$ cat src/hdl/boot_rom.mem
// one 128-bit line per row, row n is line n
// each 32-bit word holds b0, the line number, then the word number 3..0
b0000003b0000002b0000001b0000000
b0010003b0010002b0010001b0010000
b0020003b0020002b0020001b0020000
b0030003b0030002b0030001b0030000
b0040003b0040002b0040001b0040000
b0050003b0050002b0050001b0050000
b0060003b0060002b0060001b0060000
b0070003b0070002b0070001b0070000
b0080003b0080002b0080001b0080000
b0090003b0090002b0090001b0090000
b00a0003b00a0002b00a0001b00a0000
b00b0003b00b0002b00b0001b00b0000
b00c0003b00c0002b00c0001b00c0000
b00d0003b00d0002b00d0001b00d0000
b00e0003b00e0002b00e0001b00e0000
b00f0003b00f0002b00f0001b00f0000
b0100003b0100002b0100001b0100000
b0110003b0110002b0110001b0110000
b0120003b0120002b0120001b0120000
b0130003b0130002b0130001b0130000
b0140003b0140002b0140001b0140000
b0150003b0150002b0150001b0150000
b0160003b0160002b0160001b0160000
b0170003b0170002b0170001b0170000
b0180003b0180002b0180001b0180000
b0190003b0190002b0190001b0190000
b01a0003b01a0002b01a0001b01a0000
b01b0003b01b0002b01b0001b01b0000
b01c0003b01c0002b01c0001b01c0000
b01d0003b01d0002b01d0001b01d0000
b01e0003b01e0002b01e0001b01e0000
b01f0003b01f0002b01f0001b01f0000
$ cat src/hdl/boot_fetch_pkg.sv
// shared widths and types of the boot fetch path, imported by every block in it
package boot_fetch_pkg;

	// ========================================
	// address and line geometry
	// ========================================

	// low byte-offset bits dropped to form a line index
	localparam int LINE_OFFSET_W = 4;

	// full byte address into the boot space
	localparam int BYTE_ADDR_W = 18;

	// line number width, byte address minus its offset bits
	localparam int LINE_IDX_W = BYTE_ADDR_W - LINE_OFFSET_W;

	// one rom line
	localparam int LINE_W = 128;

	// ========================================
	// types
	// ========================================

	typedef logic [BYTE_ADDR_W-1:0] byte_addr_t;

	typedef logic [LINE_IDX_W-1:0] line_idx_t;

	typedef logic [LINE_W-1:0] line_t;

endpackage

$ cat src/hdl/boot_rom.sv
// on-chip boot rom with registered address and data stages, acked on the third clock
`timescale 1ns/100ps

module boot_rom import boot_fetch_pkg::*; #(
	parameter int ROM_LINES = 32
) (
	input  logic       clk_i,
	input  logic       reset_i,
	input  logic       cs_i,
	input  logic       cyc_i,
	input  logic       stb_i,
	input  byte_addr_t adr_i,
	output logic       ack_o,
	output line_t      dat_o
);

	// image loaded at elaboration, one hex line per entry
	localparam string ROM_FILE = "/design/src/hdl/boot_rom.mem";

	line_t     rom_mem [ROM_LINES];
	line_idx_t radr_q;
	line_t     dat_q;
	logic      sel;
	logic      rdy1_q;
	logic      rdy_q;

	initial $readmemh(ROM_FILE, rom_mem);

	// select needs all three strobes
	assign sel = cs_i && cyc_i && stb_i;

	// ready chain, any cycle with select low clears it
	always_ff @(posedge clk_i) begin
		if (reset_i) begin
			rdy1_q <= 1'b0;
			rdy_q <= 1'b0;
			ack_o <= 1'b0;
		end else begin
			rdy1_q <= sel;
			rdy_q <= rdy1_q & sel;
			ack_o <= sel ? rdy_q : 1'b0;
		end
	end

	// stage 1: line index, stage 2: array read, stage 3: output
	// index wraps inside the array, range checks live in the master
	always_ff @(posedge clk_i) begin
		radr_q <= adr_i[BYTE_ADDR_W-1:LINE_OFFSET_W];
		dat_q <= rom_mem[radr_q % ROM_LINES];
		dat_o <= dat_q;
	end

	// the registered index must match the address that gets the ack
	a_adr_steady: assert property (@(posedge clk_i) disable iff (reset_i)
		sel && !ack_o |=> !sel || $stable(adr_i));

endmodule

$ cat src/hdl/fetch_addr_queue.sv
// credit-controlled queue of requested byte addresses feeding the rom bus master
`timescale 1ns/100ps

module fetch_addr_queue import boot_fetch_pkg::*; #(
	parameter int QUEUE_DEPTH = 4
) (
	input  logic       clk_i,
	input  logic       reset_i,
	input  logic       addr_valid_i,
	input  byte_addr_t addr_i,
	output logic       req_credit_o,
	output logic       head_valid_o,
	output byte_addr_t head_addr_o,
	input  logic       pop_i
);

	localparam int PTR_W = (QUEUE_DEPTH > 1) ? $clog2(QUEUE_DEPTH) : 1;
	localparam int CNT_W = $clog2(QUEUE_DEPTH + 1);
	localparam logic [PTR_W-1:0] PTR_LAST = PTR_W'(QUEUE_DEPTH - 1);
	localparam logic [CNT_W-1:0] CNT_FULL = CNT_W'(QUEUE_DEPTH);

	byte_addr_t       slot_mem [QUEUE_DEPTH];
	logic [PTR_W-1:0] wr_ptr_q;
	logic [PTR_W-1:0] rd_ptr_q;
	logic [CNT_W-1:0] count_q;

	// ========================================
	// storage
	// ========================================

	// no full check, the requester only pushes on a held credit
	always_ff @(posedge clk_i) begin
		if (addr_valid_i)
			slot_mem[wr_ptr_q] <= addr_i;
	end

	assign head_valid_o = (count_q != '0);
	assign head_addr_o = slot_mem[rd_ptr_q];

	// ========================================
	// pointers, count and credit return
	// ========================================

	always_ff @(posedge clk_i) begin
		if (reset_i) begin
			wr_ptr_q <= '0;
			rd_ptr_q <= '0;
			count_q <= '0;
			req_credit_o <= 1'b0;
		end else begin
			// pointers wrap at the depth, so any depth works
			if (addr_valid_i)
				wr_ptr_q <= (wr_ptr_q == PTR_LAST) ? '0 : wr_ptr_q + 1'b1;
			if (pop_i)
				rd_ptr_q <= (rd_ptr_q == PTR_LAST) ? '0 : rd_ptr_q + 1'b1;
			case ({addr_valid_i, pop_i})
				2'b10: count_q <= count_q + 1'b1;
				2'b01: count_q <= count_q - 1'b1;
				default: count_q <= count_q;
			endcase
			// a freed slot goes straight back to the requester
			req_credit_o <= pop_i;
		end
	end

	a_no_push_full: assert property (@(posedge clk_i) disable iff (reset_i)
		addr_valid_i |-> count_q != CNT_FULL);

	a_no_pop_empty: assert property (@(posedge clk_i) disable iff (reset_i)
		pop_i |-> head_valid_o);

endmodule

$ cat src/hdl/rom_bus_master.sv
// single-cycle wishbone classic master, one rom read per queued address
`timescale 1ns/100ps

module rom_bus_master import boot_fetch_pkg::*; #(
	parameter int ROM_LINES = 32
) (
	input  logic       clk_i,
	input  logic       reset_i,
	input  logic       head_valid_i,
	input  byte_addr_t head_addr_i,
	output logic       pop_o,
	output logic       cyc_o,
	output logic       stb_o,
	output logic       cs_o,
	output byte_addr_t adr_o,
	input  logic       ack_i,
	input  line_t      dat_i,
	output logic       ln_valid_o,
	output line_t      ln_data_o,
	output logic       ln_err_o,
	input  logic       ln_ready_i
);

	localparam line_idx_t LINE_LIMIT = line_idx_t'(ROM_LINES);

	// gap lets the rom ready chain drain before the next select
	typedef enum logic [1:0] {
		st_idle,
		st_bus,
		st_hold,
		st_gap
	} bus_state_t;

	bus_state_t state_q;
	byte_addr_t addr_q;
	line_t      line_q;
	logic       err_q;
	line_idx_t  head_idx;
	logic       in_range;
	logic       take;

	assign head_idx = head_addr_i[BYTE_ADDR_W-1:LINE_OFFSET_W];
	assign in_range = (head_idx < LINE_LIMIT);
	assign take = (state_q == st_idle) && head_valid_i;

	// ========================================
	// state machine
	// ========================================

	always_ff @(posedge clk_i) begin
		if (reset_i) begin
			state_q <= st_idle;
			err_q <= 1'b0;
		end else begin
			case (state_q)
				st_idle: begin
					if (head_valid_i) begin
						// out of range skips the bus entirely
						err_q <= !in_range;
						state_q <= in_range ? st_bus : st_hold;
					end
				end
				st_bus: if (ack_i) state_q <= st_hold;
				// ack may still be high on entry, it is ignored here
				st_hold: if (ln_ready_i) state_q <= st_gap;
				st_gap: state_q <= st_idle;
				default: state_q <= st_idle;
			endcase
		end
	end

	// address and line payload
	always_ff @(posedge clk_i) begin
		if (take) begin
			addr_q <= head_addr_i;
			line_q <= '0;
		end else if (state_q == st_bus && ack_i) begin
			line_q <= dat_i;
		end
	end

	assign pop_o = take;
	assign cyc_o = (state_q == st_bus);
	assign stb_o = cyc_o;
	assign cs_o = cyc_o;
	assign adr_o = addr_q;
	assign ln_valid_o = (state_q == st_hold);
	assign ln_data_o = line_q;
	assign ln_err_o = err_q;

	// rom ack is registered, so it may trail the cycle by one clock
	a_ack_in_cycle: assert property (@(posedge clk_i) disable iff (reset_i)
		ack_i |-> $past(cyc_o));

endmodule

$ cat src/hdl/line_out_buffer.sv
// output line fifo that releases one line per consumer credit
`timescale 1ns/100ps

module line_out_buffer import boot_fetch_pkg::*; #(
	parameter int OUT_DEPTH = 2,
	parameter int OUT_CREDITS = 2
) (
	input  logic  clk_i,
	input  logic  reset_i,
	input  logic  ln_valid_i,
	input  line_t ln_data_i,
	input  logic  ln_err_i,
	output logic  ln_ready_o,
	input  logic  line_credit_i,
	output logic  line_valid_o,
	output line_t line_o,
	output logic  line_err_o
);

	localparam int PTR_W = (OUT_DEPTH > 1) ? $clog2(OUT_DEPTH) : 1;
	localparam int CNT_W = $clog2(OUT_DEPTH + 1);
	localparam int CRED_W = $clog2(OUT_CREDITS + 1);
	localparam logic [PTR_W-1:0] PTR_LAST = PTR_W'(OUT_DEPTH - 1);
	localparam logic [CNT_W-1:0] CNT_FULL = CNT_W'(OUT_DEPTH);
	localparam logic [CRED_W-1:0] CRED_MAX = CRED_W'(OUT_CREDITS);

	line_t             line_mem [OUT_DEPTH];
	logic              err_mem [OUT_DEPTH];
	logic [PTR_W-1:0]  wr_ptr_q;
	logic [PTR_W-1:0]  rd_ptr_q;
	logic [CNT_W-1:0]  count_q;
	logic [CRED_W-1:0] credits_q;
	logic              push;
	logic              send;

	assign ln_ready_o = (count_q != CNT_FULL);
	assign push = ln_valid_i && ln_ready_o;
	// head leaves only with a credit in hand
	assign send = (count_q != '0) && (credits_q != '0);

	always_ff @(posedge clk_i) begin
		if (push) begin
			line_mem[wr_ptr_q] <= ln_data_i;
			err_mem[wr_ptr_q] <= ln_err_i;
		end
		if (send)
			line_o <= line_mem[rd_ptr_q];
	end

	// ========================================
	// pointers, count, credits
	// ========================================

	always_ff @(posedge clk_i) begin
		if (reset_i) begin
			wr_ptr_q <= '0;
			rd_ptr_q <= '0;
			count_q <= '0;
			credits_q <= CRED_MAX;
			line_valid_o <= 1'b0;
			line_err_o <= 1'b0;
		end else begin
			if (push)
				wr_ptr_q <= (wr_ptr_q == PTR_LAST) ? '0 : wr_ptr_q + 1'b1;
			if (send)
				rd_ptr_q <= (rd_ptr_q == PTR_LAST) ? '0 : rd_ptr_q + 1'b1;
			count_q <= count_q + CNT_W'(push) - CNT_W'(send);
			// returned credit and spent credit may land together
			credits_q <= credits_q + CRED_W'(line_credit_i) - CRED_W'(send);
			line_valid_o <= send;
			line_err_o <= send ? err_mem[rd_ptr_q] : 1'b0;
		end
	end

	a_credit_max: assert property (@(posedge clk_i) disable iff (reset_i)
		credits_q <= CRED_MAX);

endmodule

$ cat src/hdl/boot_fetch.sv
// boot fetch top level: address queue, rom bus master, line buffer and boot rom
`timescale 1ns/100ps

module boot_fetch import boot_fetch_pkg::*; #(
	parameter int ROM_LINES = 32,
	parameter int QUEUE_DEPTH = 4,
	parameter int OUT_DEPTH = 2,
	parameter int OUT_CREDITS = 2
) (
	input  logic       clk_i,
	input  logic       reset_i,
	input  logic       addr_valid_i,
	input  byte_addr_t addr_i,
	output logic       req_credit_o,
	input  logic       line_credit_i,
	output logic       line_valid_o,
	output line_t      line_o,
	output logic       line_err_o
);

	// queue to master
	logic       q_valid;
	byte_addr_t q_addr;
	logic       q_pop;
	// master to rom, wishbone classic
	logic       rom_cyc;
	logic       rom_stb;
	logic       rom_cs;
	byte_addr_t rom_adr;
	logic       rom_ack;
	line_t      rom_dat;
	// master to buffer
	logic       ln_valid;
	line_t      ln_data;
	logic       ln_err;
	logic       ln_ready;

	fetch_addr_queue #(.QUEUE_DEPTH(QUEUE_DEPTH)) fetch_addr_queue_i (
		.clk_i(clk_i), .reset_i(reset_i),
		.addr_valid_i(addr_valid_i), .addr_i(addr_i), .req_credit_o(req_credit_o),
		.head_valid_o(q_valid), .head_addr_o(q_addr), .pop_i(q_pop)
	);

	rom_bus_master #(.ROM_LINES(ROM_LINES)) rom_bus_master_i (
		.clk_i(clk_i), .reset_i(reset_i),
		.head_valid_i(q_valid), .head_addr_i(q_addr), .pop_o(q_pop),
		.cyc_o(rom_cyc), .stb_o(rom_stb), .cs_o(rom_cs), .adr_o(rom_adr),
		.ack_i(rom_ack), .dat_i(rom_dat),
		.ln_valid_o(ln_valid), .ln_data_o(ln_data), .ln_err_o(ln_err),
		.ln_ready_i(ln_ready)
	);

	line_out_buffer #(.OUT_DEPTH(OUT_DEPTH), .OUT_CREDITS(OUT_CREDITS)) line_out_buffer_i (
		.clk_i(clk_i), .reset_i(reset_i),
		.ln_valid_i(ln_valid), .ln_data_i(ln_data), .ln_err_i(ln_err), .ln_ready_o(ln_ready),
		.line_credit_i(line_credit_i), .line_valid_o(line_valid_o),
		.line_o(line_o), .line_err_o(line_err_o)
	);

	boot_rom #(.ROM_LINES(ROM_LINES)) boot_rom_i (
		.clk_i(clk_i), .reset_i(reset_i),
		.cs_i(rom_cs), .cyc_i(rom_cyc), .stb_i(rom_stb), .adr_i(rom_adr),
		.ack_o(rom_ack), .dat_o(rom_dat)
	);

endmodule

$ cat config.mk
export PLATFORM = sky130hd
export DESIGN_NAME = boot_fetch
export DESIGN_NICKNAME = d
export VERILOG_FILES = /design/src/hdl/boot_fetch_pkg.sv /design/src/hdl/boot_rom.sv /design/src/hdl/fetch_addr_queue.sv /design/src/hdl/rom_bus_master.sv /design/src/hdl/line_out_buffer.sv /design/src/hdl/boot_fetch.sv
export SDC_FILE = /design/constraint.sdc
export NUM_CORES = 1
export LEC_CHECK = 0
export BUFFER_PORTS_ARGS = -buffer_cell sky130_fd_sc_hd__buf_4
export CAP_MARGIN = 10
export CORE_UTILIZATION = 51
export CTS_CLUSTER_DIAMETER = 150
export CTS_CLUSTER_SIZE = 28
export DETAILED_ROUTE_END_ITERATION = 10
export PLACE_DENSITY = 0.86
export SKIP_LAST_GASP = 1
export SLEW_MARGIN = 20
export SYNTH_ARGS = -nofsm -noshare
export SYNTH_HDL_FRONTEND = slang
export SYNTH_MEMORY_MAX_BITS = 65536
export SYNTH_SLANG_ARGS = --single-unit
$ cat constraint.sdc
create_clock -name clk_i -period 5.2 [get_ports clk_i]
set_input_delay 1.04 -clock clk_i [delete_from_list [all_inputs] [get_ports clk_i]]
set_output_delay 1.04 -clock clk_i [all_outputs]
set_load 0.01 [all_outputs]
==> results of run 1 <==
==> layer usage <==
| metal | GRT usage, % | up-vias | wire length (um) |
|---|---|---|---|
| met1 | 13.7 | 757 | 1690 |
| li1 | - | 797 | - |
| met4 | 9.25 | 0 | 118 |
| met3 | 3.38 | 12 | 225 |
| met2 | 19.7 | 89 | 2160 |
| met5 | 0 | - | 0 |
==> flip-flops by register name, indices dropped and copies added (netlist names), 2 cells and up, named ones only <==
signal,count
fetch_addr_queue_i.slot_mem,36
fetch_addr_queue_i.count_q,3
fetch_addr_queue_i.rd_ptr_q,2
fetch_addr_queue_i.wr_ptr_q,2
line_out_buffer_i.count_q,2
line_out_buffer_i.credits_q,2
line_out_buffer_i.err_mem,2
rom_bus_master_i.state_q,2
==> where the power goes <==
group	internal, W	switching (W)	total (W)
Combinational	0.000152	0.000226	0.000378
Clock	0.000174	0.000189	0.000363
Sequential	0.000597	0.0000450	0.000642
Total	0.000923	0.000460	0.00138
==> cell usage after synthesis (2+ instances only) <==
cell        n  share of area [%]
buf_4     128                 29
edfxtp_1   38                 34
dfxtp_1    24                 14
nor2_1     17                1.9
inv_1      15                1.7
ha_1       14                5.2
a21oi_1     7                1.0
and2_1      6                1.1
nand2_1     6               0.67
nor3_1      6               0.90
xor2_1      6                1.6
nor2b_1     4               0.75
nor4_1      4               0.75
nand2b_1    3               0.56
clkbuf_1    2               0.22
mux2i_1     2               0.60
nand3_1     2               0.30
o21ai_0     2               0.30
or3_1       2               0.37
xnor2_1     2               0.52
==> stage by stage <==
stage	power [W]	setup WS, ps
floorplan	0.00101	2870
global placement	0.000997	2690
detailed placement	0.00103	2600
CTS	0.00139	2920
global route	0.00147	2780
finish	0.00138	2900
==> path summary, 6_finish.rpt <==
check | cells past startpoint | slack, ps | endpoint
hold / removal | 1 | 430 | boot_rom_i.rdy_q$_SDFF_PP0_
setup reg to reg | 10 | 2900 | fetch_addr_queue_i.count_q[2]$_SDFFE_PP0P_
hold reg to reg | 1 | 430 | boot_rom_i.rdy_q$_SDFF_PP0_
setup / recovery | 10 | 2900 | fetch_addr_queue_i.count_q[2]$_SDFFE_PP0P_
==> cell type report <==
class | count | area, um^2 | share of cell area, %
well taps | 77 | 96.3 | 2.98
repair buffers | 15 | 113 | 3.48
multi-input cells | 226 | 1180 | 36.4
inverters | 15 | 56.3 | 1.74
clock buffers | 9 | 124 | 3.83
flip-flops and latches | 62 | 1620 | 50.1
clock inverters | 7 | 47.5 | 1.47
==> cell families after synthesis <==
logic type                 count (synthesis)  synth area share, %
muxes                                      3                0.934
and+or+nand+nor                           56                 9.01
DFF                                       62                 48.4
xor gates and xnor gates                   8                 2.09
buffers and inverters                    145                 30.6
AOI/OAI and AO/OA                         16                 2.99
adders and majority gates                 15                 5.83
other                                      1                0.112
==> flow_metrics.env, run 1 <==
export IMPL_status="complete, no violations"
export IMPL_setup_viol=0
export IMPL_crit_slowest_cell="fa_1"
export IMPL_dpl_cell_area_um2=3070
export IMPL_crit_path_max_incr_delay_ps=390
export IMPL_cp_startpoint="rom_bus_master_i.state_q[1]$_SDFFE_PP0P_"
export IMPL_wl_um=4200
export IMPL_path_buf_inv=3
export IMPL_tns_ps=0
export IMPL_port_buffers=15
export IMPL_grt_util_all_layers_pct=12.2
export IMPL_clk_path_buf_depth=2
export IMPL_cp_common_cell="inv_1"
export IMPL_final_hold_viol_count=0
export IMPL_cts_buffers=9
export IMPL_power_density_nw_per_um2=427
export IMPL_grt_pass1_vias=1371
export IMPL_cts_root_buf="clkbuf_8"
export IMPL_die_area_um2=6890
export IMPL_worstPathRequired_ps=5460
export IMPL_cp_end_kind="flop"
export IMPL_ys_async_sr_fraction_pct=0
export IMPL_ir_drop_uv=264
export IMPL_areaGrowthSynthToFinish_pct=-3.33
export IMPL_grt_max_degree=21
export IMPL_fp_coreArea_um2=6350
export IMPL_synth_top_flop_cell="edfxtp_1"
export IMPL_synth_warnings=0
export IMPL_synth_cells=306
export IMPL_worstReg2RegStart="rom_bus_master_i.state_q[1]$_SDFFE_PP0P_"
export IMPL_rows=29
export IMPL_dp_cells=395
export IMPL_clock_sinks=62
export IMPL_skew_ps=5.66
export IMPL_max_cap_viol_count=0
export IMPL_routed_via_count=1655
export IMPL_drc=0
export IMPL_power_leakage_nw=1.47
export IMPL_clkSlewWorstSetupHoldPaths_ps=70
export IMPL_initial_utilization_pct=52.7
export IMPL_layout_drive_gt1_share_pct=9.58
export IMPL_antenna_left=0
export IMPL_wl_per_cell_um=10.2
export IMPL_start_kind="flop"
export IMPL_synth_enable_flop_cells=38
export IMPL_whs_ps=432
export IMPL_max_freq_mhz=434
export IMPL_first_pass_iters=4
export IMPL_path_delay_family="adder cells"
export IMPL_avgSynthCellArea_um2=10.9
export IMPL_synth_area_um2=3350
export IMPL_drt_iter0_drc=33
export IMPL_finalWeightedCongestion=0.863
export IMPL_clkLatencyLatePin_ps=330
export IMPL_htreeDepth=3
export IMPL_nNetsFinal=366
export IMPL_crit_type="flop to flop"
export IMPL_rsz0062_at_grt="false"
export IMPL_synth_distinct_cells=36
export IMPL_overflow=0
export IMPL_finalCritPeriodShare_pct=44.3
export IMPL_hp_start="boot_rom_i.rdy1_q$_SDFF_PP0_"
export IMPL_report_final_slew_viol_count=0
export IMPL_pin_count=153
export IMPL_final_cell_mix="128 x conb_1, 38 x edfxtp_1, 24 x dfxtp_1, 17 x nor2_1"
export IMPL_post_cts_buffers=0
export IMPL_crit_chain="inv_1, ha_1, nand2b_1, inv_1, ha_1, inv_1, fa_1, xor2_1, or3_1, a21oi_1"
export IMPL_crit_fanout=7
export IMPL_die_x_um=83.0
export IMPL_ys_seq_area_share_pct=48.4
export IMPL_detailed_place_hpwl_um=3170
export IMPL_cts_tree="done"
export IMPL_min_period_ps=2300
export IMPL_die_h_um=83.0
export IMPL_arrival_ps=2560
export IMPL_finalNonFillerCells=411
export IMPL_antenna_cells=0
export IMPL_min_path_type="flop to flop"
export IMPL_grt_pass1_wl_um=6440
export IMPL_grt_antenna_before_repair=0
export IMPL_fin_util_pct=51.0
export IMPL_fillCellCount=540
export IMPL_ys_ff_latch=62
export IMPL_final_common_cell="conb_1"
export IMPL_fin_area_um2=3240
export IMPL_hold_buffers=0
export IMPL_via_per_inst=4.03
export IMPL_cts_resized=0
Note: power is estimated with default switching activity, not from simulation.
==> inputs of run 2 (changes only) <==
--- a/config.mk
+++ b/config.mk
@@ -5,13 +5,14 @@
 export SDC_FILE = /design/constraint.sdc
 export NUM_CORES = 1
 export LEC_CHECK = 0
+export ABC_AREA = 1
 export BUFFER_PORTS_ARGS = -buffer_cell sky130_fd_sc_hd__buf_4
 export CAP_MARGIN = 10
-export CORE_UTILIZATION = 51
+export CORE_UTILIZATION = 43
 export CTS_CLUSTER_DIAMETER = 150
 export CTS_CLUSTER_SIZE = 28
 export DETAILED_ROUTE_END_ITERATION = 10
-export PLACE_DENSITY = 0.86
+export PLACE_DENSITY = 0.77
 export SKIP_LAST_GASP = 1
 export SLEW_MARGIN = 20
 export SYNTH_ARGS = -nofsm -noshare
==> constraint.sdc (replaced) <==
create_clock -name clk_i -period 2.1 [get_ports clk_i]
set_input_delay 0.42 -clock clk_i [delete_from_list [all_inputs] [get_ports clk_i]]
set_output_delay 0.42 -clock clk_i [all_outputs]
set_load 0.01 [all_outputs]
==> run 2 against run 1 <==
Die area rose by 21%. First-iteration DRC count increased by 82%. Via count is 9.8% higher. Count of clock-buffer cells in the layout is the same. Global-route usage shrank 1.8 points. Register-to-register slack lost 2700 ps. Fmax grew 19%. Largest cell class unchanged. Highest routed layer unchanged.
==> flow_metrics.env, run 2 <==
export IMPL_port_buffers=15
export IMPL_antenna_cells=0
export IMPL_final_common_cell="conb_1"
export IMPL_grt_util_all_layers_pct=10.4
export IMPL_status="complete, no violations"
export IMPL_top_register="fetch_addr_queue_i.slot_mem"
export IMPL_setup_viol=0
export IMPL_areaGrowthSynthToFinish_pct=-1.50
export IMPL_cts_tree="done"
export IMPL_layout_drive_gt1_share_pct=11.4
export IMPL_wl_per_cell_um=8.75
export IMPL_via_per_inst=3.80
export IMPL_max_cap_viol_count=0
export IMPL_dp_cells=462
export IMPL_yosysMostFrequentCell="buf_4"
export IMPL_synth_top_area_cell="edfxtp_1"
export IMPL_clkSlewWorstSetupHoldPaths_ps=70
export IMPL_synthTopCellsByCount="128 x buf_4, 38 x edfxtp_1, 33 x inv_1"
export IMPL_die_area_um2=8320
export IMPL_routed_via_count=1818
export IMPL_grt_pass1_wl_um=6510
export IMPL_ys_ff_latch=62
export IMPL_grt_max_degree=14
export IMPL_worstPathRequired_ps=2330
export IMPL_cp_end_kind="flop"
export IMPL_pin_count=153
export IMPL_synth_warnings=0
export IMPL_finalNonFillerCells=479
export IMPL_finalWeightedCongestion=0.791
export IMPL_seqCellArea_um2=1620
export IMPL_skew_ps=5.75
export IMPL_detailed_place_hpwl_um=3120
export IMPL_top_regs="fetch_addr_queue_i.slot_mem (36), fetch_addr_queue_i.count_q (3)"
export IMPL_synth_area_um2=3420
export IMPL_initial_utilization_pct=44.3
export IMPL_htreeDepth=3
export IMPL_synth_distinct_cells=28
export IMPL_first_pass_iters=5
export IMPL_clock_sinks=62
export IMPL_rows=32
export IMPL_crit_fanout=5
export IMPL_ys_async_sr_fraction_pct=0
export IMPL_min_path_type="input port to flop"
export IMPL_clkLatencyLatePin_ps=340
export IMPL_fin_util_pct=43.6
export IMPL_crit_type="flop to flop"
export IMPL_power_density_nw_per_um2=1060
export IMPL_finalCritPeriodShare_pct=91.9
export IMPL_final_cell_mix="128 x conb_1, 38 x edfxtp_1, 31 x nor2_1, 30 x inv_1, 24 x dfxtp_1"
export IMPL_synth_cells=348
export IMPL_synth_top_cells_by_area="edfxtp_1 33%, buf_4 28%, dfxtp_1 14%"
export IMPL_nNetsFinal=409
export IMPL_avgSynthCellArea_um2=9.84
export IMPL_synth_enable_flop_cells=38
export IMPL_multi_input_area_um2=1180
export IMPL_ys_seq_area_share_pct=47.4
export IMPL_min_period_ps=1930
export IMPL_cts_root_buf="clkbuf_8"
export IMPL_grt_antenna_before_repair=0
export IMPL_overflow=0
export IMPL_grt_pass1_vias=1466
export IMPL_largest_reg_flops=36
export IMPL_whs_ps=278
export IMPL_max_freq_mhz=518
export IMPL_wl_um=4190
export IMPL_final_hold_viol_count=0
export IMPL_clk_path_buf_depth=2
export IMPL_synth_top_area_share_pct=33.3
export IMPL_die_x_um=91.2
export IMPL_power_leakage_nw=1.62
export IMPL_arrival_ps=2160
export IMPL_fp_coreArea_um2=7730
export IMPL_ir_drop_uv=590
export IMPL_drc=0
export IMPL_fin_area_um2=3370
export IMPL_report_final_slew_viol_count=0
export IMPL_die_h_um=91.2
export IMPL_dpl_cell_area_um2=3170
export IMPL_fillCellCount=727
export IMPL_cts_buffers=9
export IMPL_antenna_left=0
export IMPL_synth_top_flop_cell="edfxtp_1"
export IMPL_drt_iter0_drc=60
export IMPL_start_kind="flop"
[run 2: cell count changes after synthesis, moves of 5 or more]
cell and change:
nand2_1 +17, and2_1 -6, inv_1 +18, o21ai_0 +10
a21oi_1 +5, nor2_1 +14
[run 2: final cells by class]
| type | count | share of cell area, % |
|---|---|---|
| sequential | 62 | 48.1 |
| multi-input combinational | 247 | 35.0 |
| inverter | 36 | 4.01 |
| tap | 102 | 3.78 |
| clock buffer | 9 | 3.67 |
| timing repair buffer | 16 | 3.56 |
| clock inverter | 7 | 1.93 |
[run 2: critical path, cell delays in order, from the launching register on]
cell     delay (ps)
dfxtp_1         370
inv_2            70
nand3_1         120
nand2_1         130
inv_2           110
ha_1            150
inv_1            80
fa_2            360
a21oi_2         140
o21ai_0         110
o21ai_1         140
a21oi_1          50
[run 2: where the power goes]
part | switching (W) | leakage [nW] | total [W] | internal, W
sequential | 0.000109 | 0.548 | 0.00160 | 0.00150
combinational | 0.000631 | 0.990 | 0.000984 | 0.000353
clock | 0.000441 | 0.0863 | 0.000977 | 0.000536
[run 2: final timing paths]
kind                                                            startpoint                                           end  slack, ps  cells past startpoint
worst max-delay path            fetch_addr_queue_i.count_q[0]$_SDFFE_PP0P_    fetch_addr_queue_i.count_q[2]$_SDFFE_PP0P_        170                     11
worst min-delay path                                            addr_i[16]  fetch_addr_queue_i.slot_mem[0][16]$_DFFE_PP_        280                      1
worst max register to register  fetch_addr_queue_i.count_q[0]$_SDFFE_PP0P_    fetch_addr_queue_i.count_q[2]$_SDFFE_PP0P_        170                     11
worst min register to register                boot_rom_i.rdy1_q$_SDFF_PP0_                   boot_rom_i.rdy_q$_SDFF_PP0_        430                      2
[run 2: metal layers]
layer  wire, um  track usage (%)  up-vias
met5          0                0        -
met4        104             6.48        0
met3        248             3.43       12
met2       2180             17.7       97
met1       1660             11.0      812
li1           -                -      897
[run 2: kinds of logic (layout without fill, tap and decap cells)]
kind of cell / count (synthesis) / in the layout / share of synthesized area (%)
buffers and inverters: 166 / 68 / 32.3
flip-flops: 62 / 62 / 47.4
XOR/XNOR: 2 / 2 / 0.512
adder cells (fa/ha/maj): 15 / 15 / 5.70
other: 1 / 128 / 0.110
AO/OA/AOI/OAI: 28 / 28 / 4.42
AND/OR/NAND/NOR: 73 / 73 / 9.28
multiplexers: 1 / 1 / 0.292
[run 2: repair_timing]
item	4_1_cts	5_1_grt
hold buffers	0	0
buffers inserted	0	1
gates resized for setup	0	6
endpoints found under the setup margin	0	1
[run 2: metrics by stage]
stage | power [W] | setup TNS, ps | setup WS, ps
after floorplan | 0.00252 | 0 | 265
after global placement | 0.00250 | 0 | 111
after detailed placement | 0.00256 | 0 | 62.4
after CTS | 0.00354 | 0 | 38.3
after global routing | 0.00383 | -2.87 | -2.87
final | 0.00357 | 0 | 169
==> inputs of run 3 (changes only) <==
--- a/config.mk
+++ b/config.mk
@@ -8,6 +8,7 @@
 export ABC_AREA = 1
 export BUFFER_PORTS_ARGS = -buffer_cell sky130_fd_sc_hd__buf_4
 export CAP_MARGIN = 10
+export CORE_MARGIN = 3
 export CORE_UTILIZATION = 43
 export CTS_CLUSTER_DIAMETER = 150
 export CTS_CLUSTER_SIZE = 28
==> run 3 against run 2 <==
Total power rose by 2.9%. Sequential cell count did not move. Clock power barely moved. Setup slack got worse by 28 ps. Die area rose by 9.0%. Routed wire length rose by 13%. Worst hold slack improved by 6.9 ps. Combinational power rose by 7%. Fmax fell by 1.4%. Final cell count did not move. Register-to-register slack got worse by 30 ps. Largest cell class unchanged.
==> flow_metrics.env, run 3 (synthesis gave the netlist of run 2 again) <==
export IMPL_largest_reg_flops=36
export IMPL_multi_input_area_um2=1170
export IMPL_finalCritPeriodShare_pct=93.3
export IMPL_clkLatencyLatePin_ps=330
export IMPL_report_final_slew_viol_count=0
export IMPL_max_cap_viol_count=0
export IMPL_crit_type="flop to flop"
export IMPL_setup_viol=0
export IMPL_grt_antenna_before_repair=0
export IMPL_die_area_um2=9070
export IMPL_min_period_ps=1960
export IMPL_arrival_ps=2170
export IMPL_clkSlewWorstSetupHoldPaths_ps=70
export IMPL_final_cell_mix="128 x conb_1, 38 x edfxtp_1, 31 x nor2_1, 30 x inv_1, 24 x dfxtp_1"
export IMPL_wl_um=4740
export IMPL_dp_cells=459
export IMPL_areaGrowthSynthToFinish_pct=-0.804
export IMPL_ir_drop_uv=644
export IMPL_start_kind="flop"
export IMPL_clk_path_buf_depth=2
export IMPL_detailed_place_hpwl_um=3630
export IMPL_fp_coreArea_um2=7490
export IMPL_p_clk_share_pct=27.5
export IMPL_pin_count=153
export IMPL_status="complete, no violations"
export IMPL_final_hold_viol_count=0
export IMPL_fillCellCount=667
export IMPL_crit_fanout=4
export IMPL_cp_end_kind="flop"
export IMPL_worstPathRequired_ps=2310
export IMPL_cts_buffers=9
export IMPL_grt_pass1_vias=1526
export IMPL_htreeDepth=3
export IMPL_skew_ps=6.60
export IMPL_drt_iter0_drc=61
export IMPL_power_leakage_nw=1.65
export IMPL_p_int_w=0.00245
export IMPL_swShare_pct=33.3
export IMPL_die_x_um=95.2
export IMPL_port_buffers=15
export IMPL_layout_drive_gt1_share_pct=12.4
export IMPL_power_frac_comb_pct=28.7
export IMPL_seqCellArea_um2=1620
export IMPL_wl_per_cell_um=9.89
export IMPL_nNetsFinal=412
export IMPL_top_register="fetch_addr_queue_i.slot_mem"
export IMPL_cts_root_buf="clkbuf_8"
export IMPL_top_regs="fetch_addr_queue_i.slot_mem (36), fetch_addr_queue_i.count_q (3)"
export IMPL_routed_via_count=1849
export IMPL_grt_pass1_wl_um=6590
export IMPL_initial_utilization_pct=45.7
export IMPL_min_path_type="input port to flop"
export IMPL_final_common_cell="conb_1"
export IMPL_fin_area_um2=3400
export IMPL_clock_sinks=62
export IMPL_pre_cts_slack_ps=6.01
export IMPL_grt_max_degree=14
export IMPL_cts_tree="done"
export IMPL_fin_ws_ps=141
export IMPL_grt_util_all_layers_pct=9.53
export IMPL_fin_util_pct=45.4
export IMPL_power_density_nw_per_um2=1080
export IMPL_rows=31
export IMPL_via_per_inst=3.86
export IMPL_finalWeightedCongestion=0.724
export IMPL_overflow=0
export IMPL_die_h_um=95.2
export IMPL_first_pass_iters=4
export IMPL_antenna_left=0
export IMPL_max_freq_mhz=510
export IMPL_power_switching_w=0.00122
export IMPL_drc=0
export IMPL_antenna_cells=0
export IMPL_hold_buffers=0
export IMPL_dpl_cell_area_um2=3170
export IMPL_seqPwrFrac_pct=43.8
export IMPL_finalNonFillerCells=479
-- run 3: changes by cell type in the layout (fill, tap and decap cells not counted) --
cell | before | now
o21ai_0 | 11 | 10
ha_2 | 0 | 1
ha_1 | 14 | 13
buf_4 | 16 | 19
inv_6 | 0 | 1
o21ai_1 | 1 | 2
clkinvlp_4 | 3 | 1
a21oi_1 | 11 | 12
clkinv_2 | 1 | 2
clkinv_1 | 3 | 1
fa_2 | 1 | 0
fa_1 | 0 | 1
clkinv_4 | 0 | 2
a21oi_2 | 2 | 1
-- run 3: power groups by stage --
stage                     combinational (W)  clock (W)  sequential (W)
after floorplan                    0.000907          0         0.00161
after global placement             0.000888          0         0.00162
after detailed placement           0.000938          0         0.00163
after CTS                          0.000952    0.00103         0.00160
after global routing                0.00121    0.00108         0.00163
final                               0.00105    0.00101         0.00161
-- run 3: critical path, cell delays in order (launching register included) --
cell and delay (ps):
dfxtp_1 340, inv_2 80, ha_2 180, nand2_1 110
inv_2 110, ha_1 140, inv_1 70, fa_1 400
a21oi_1 150, o21ai_1 100, o21ai_1 120, a21oi_1 50
-- run 3: path summary, 6_finish.rpt --
| kind | from | endpoint | slack [ps] | cells after the start |
|---|---|---|---|---|
| max | rom_bus_master_i.state_q[0]$_SDFFE_PP0P_ | fetch_addr_queue_i.count_q[2]$_SDFFE_PP0P_ | 140 | 11 |
| min | addr_i[10] | fetch_addr_queue_i.slot_mem[3][10]$_DFFE_PP_ | 280 | 1 |
| max reg2reg | rom_bus_master_i.state_q[0]$_SDFFE_PP0P_ | fetch_addr_queue_i.count_q[2]$_SDFFE_PP0P_ | 140 | 11 |
| min reg2reg | boot_rom_i.rdy1_q$_SDFF_PP0_ | boot_rom_i.rdy_q$_SDFF_PP0_ | 430 | 2 |
-- run 3: area by class of cell --
class | instances | share of cell area [%]
clock inverter | 7 | 2.17
sequential | 62 | 47.8
inverter | 36 | 3.98
tap | 99 | 3.65
timing repair buffer | 19 | 4.20
clock buffer | 9 | 3.65
multi-input combinational | 247 | 34.6
-- run 3: metal layers --
metal | track usage, % | part of all wire (%)
met3 | 2.45 | 8.6
met4 | 6.01 | 1.8
met2 | 16.8 | 51
met1 | 10.1 | 38
met5 | 0 | 0
-- run 3: metrics by stage --
step / setup TNS [ps] / hold slack, ps / total power [W]
2_1_floorplan: 0 / 403 / 0.00252
3_3_place_gp: 0 / 410 / 0.00251
3_5_place_dp: 0 / 418 / 0.00256
4_1_cts: 0 / 275 / 0.00358
5_1_grt: -48.3 / 272 / 0.00392
6_report: 0 / 285 / 0.00367
-- run 3: repair_timing --
item / CTS / global route
setup buffers: 0 / 4
gates resized for setup: 1 / 5
hold endpoints to repair: 0 / 0
endpoints found under the setup margin: 1 / 1
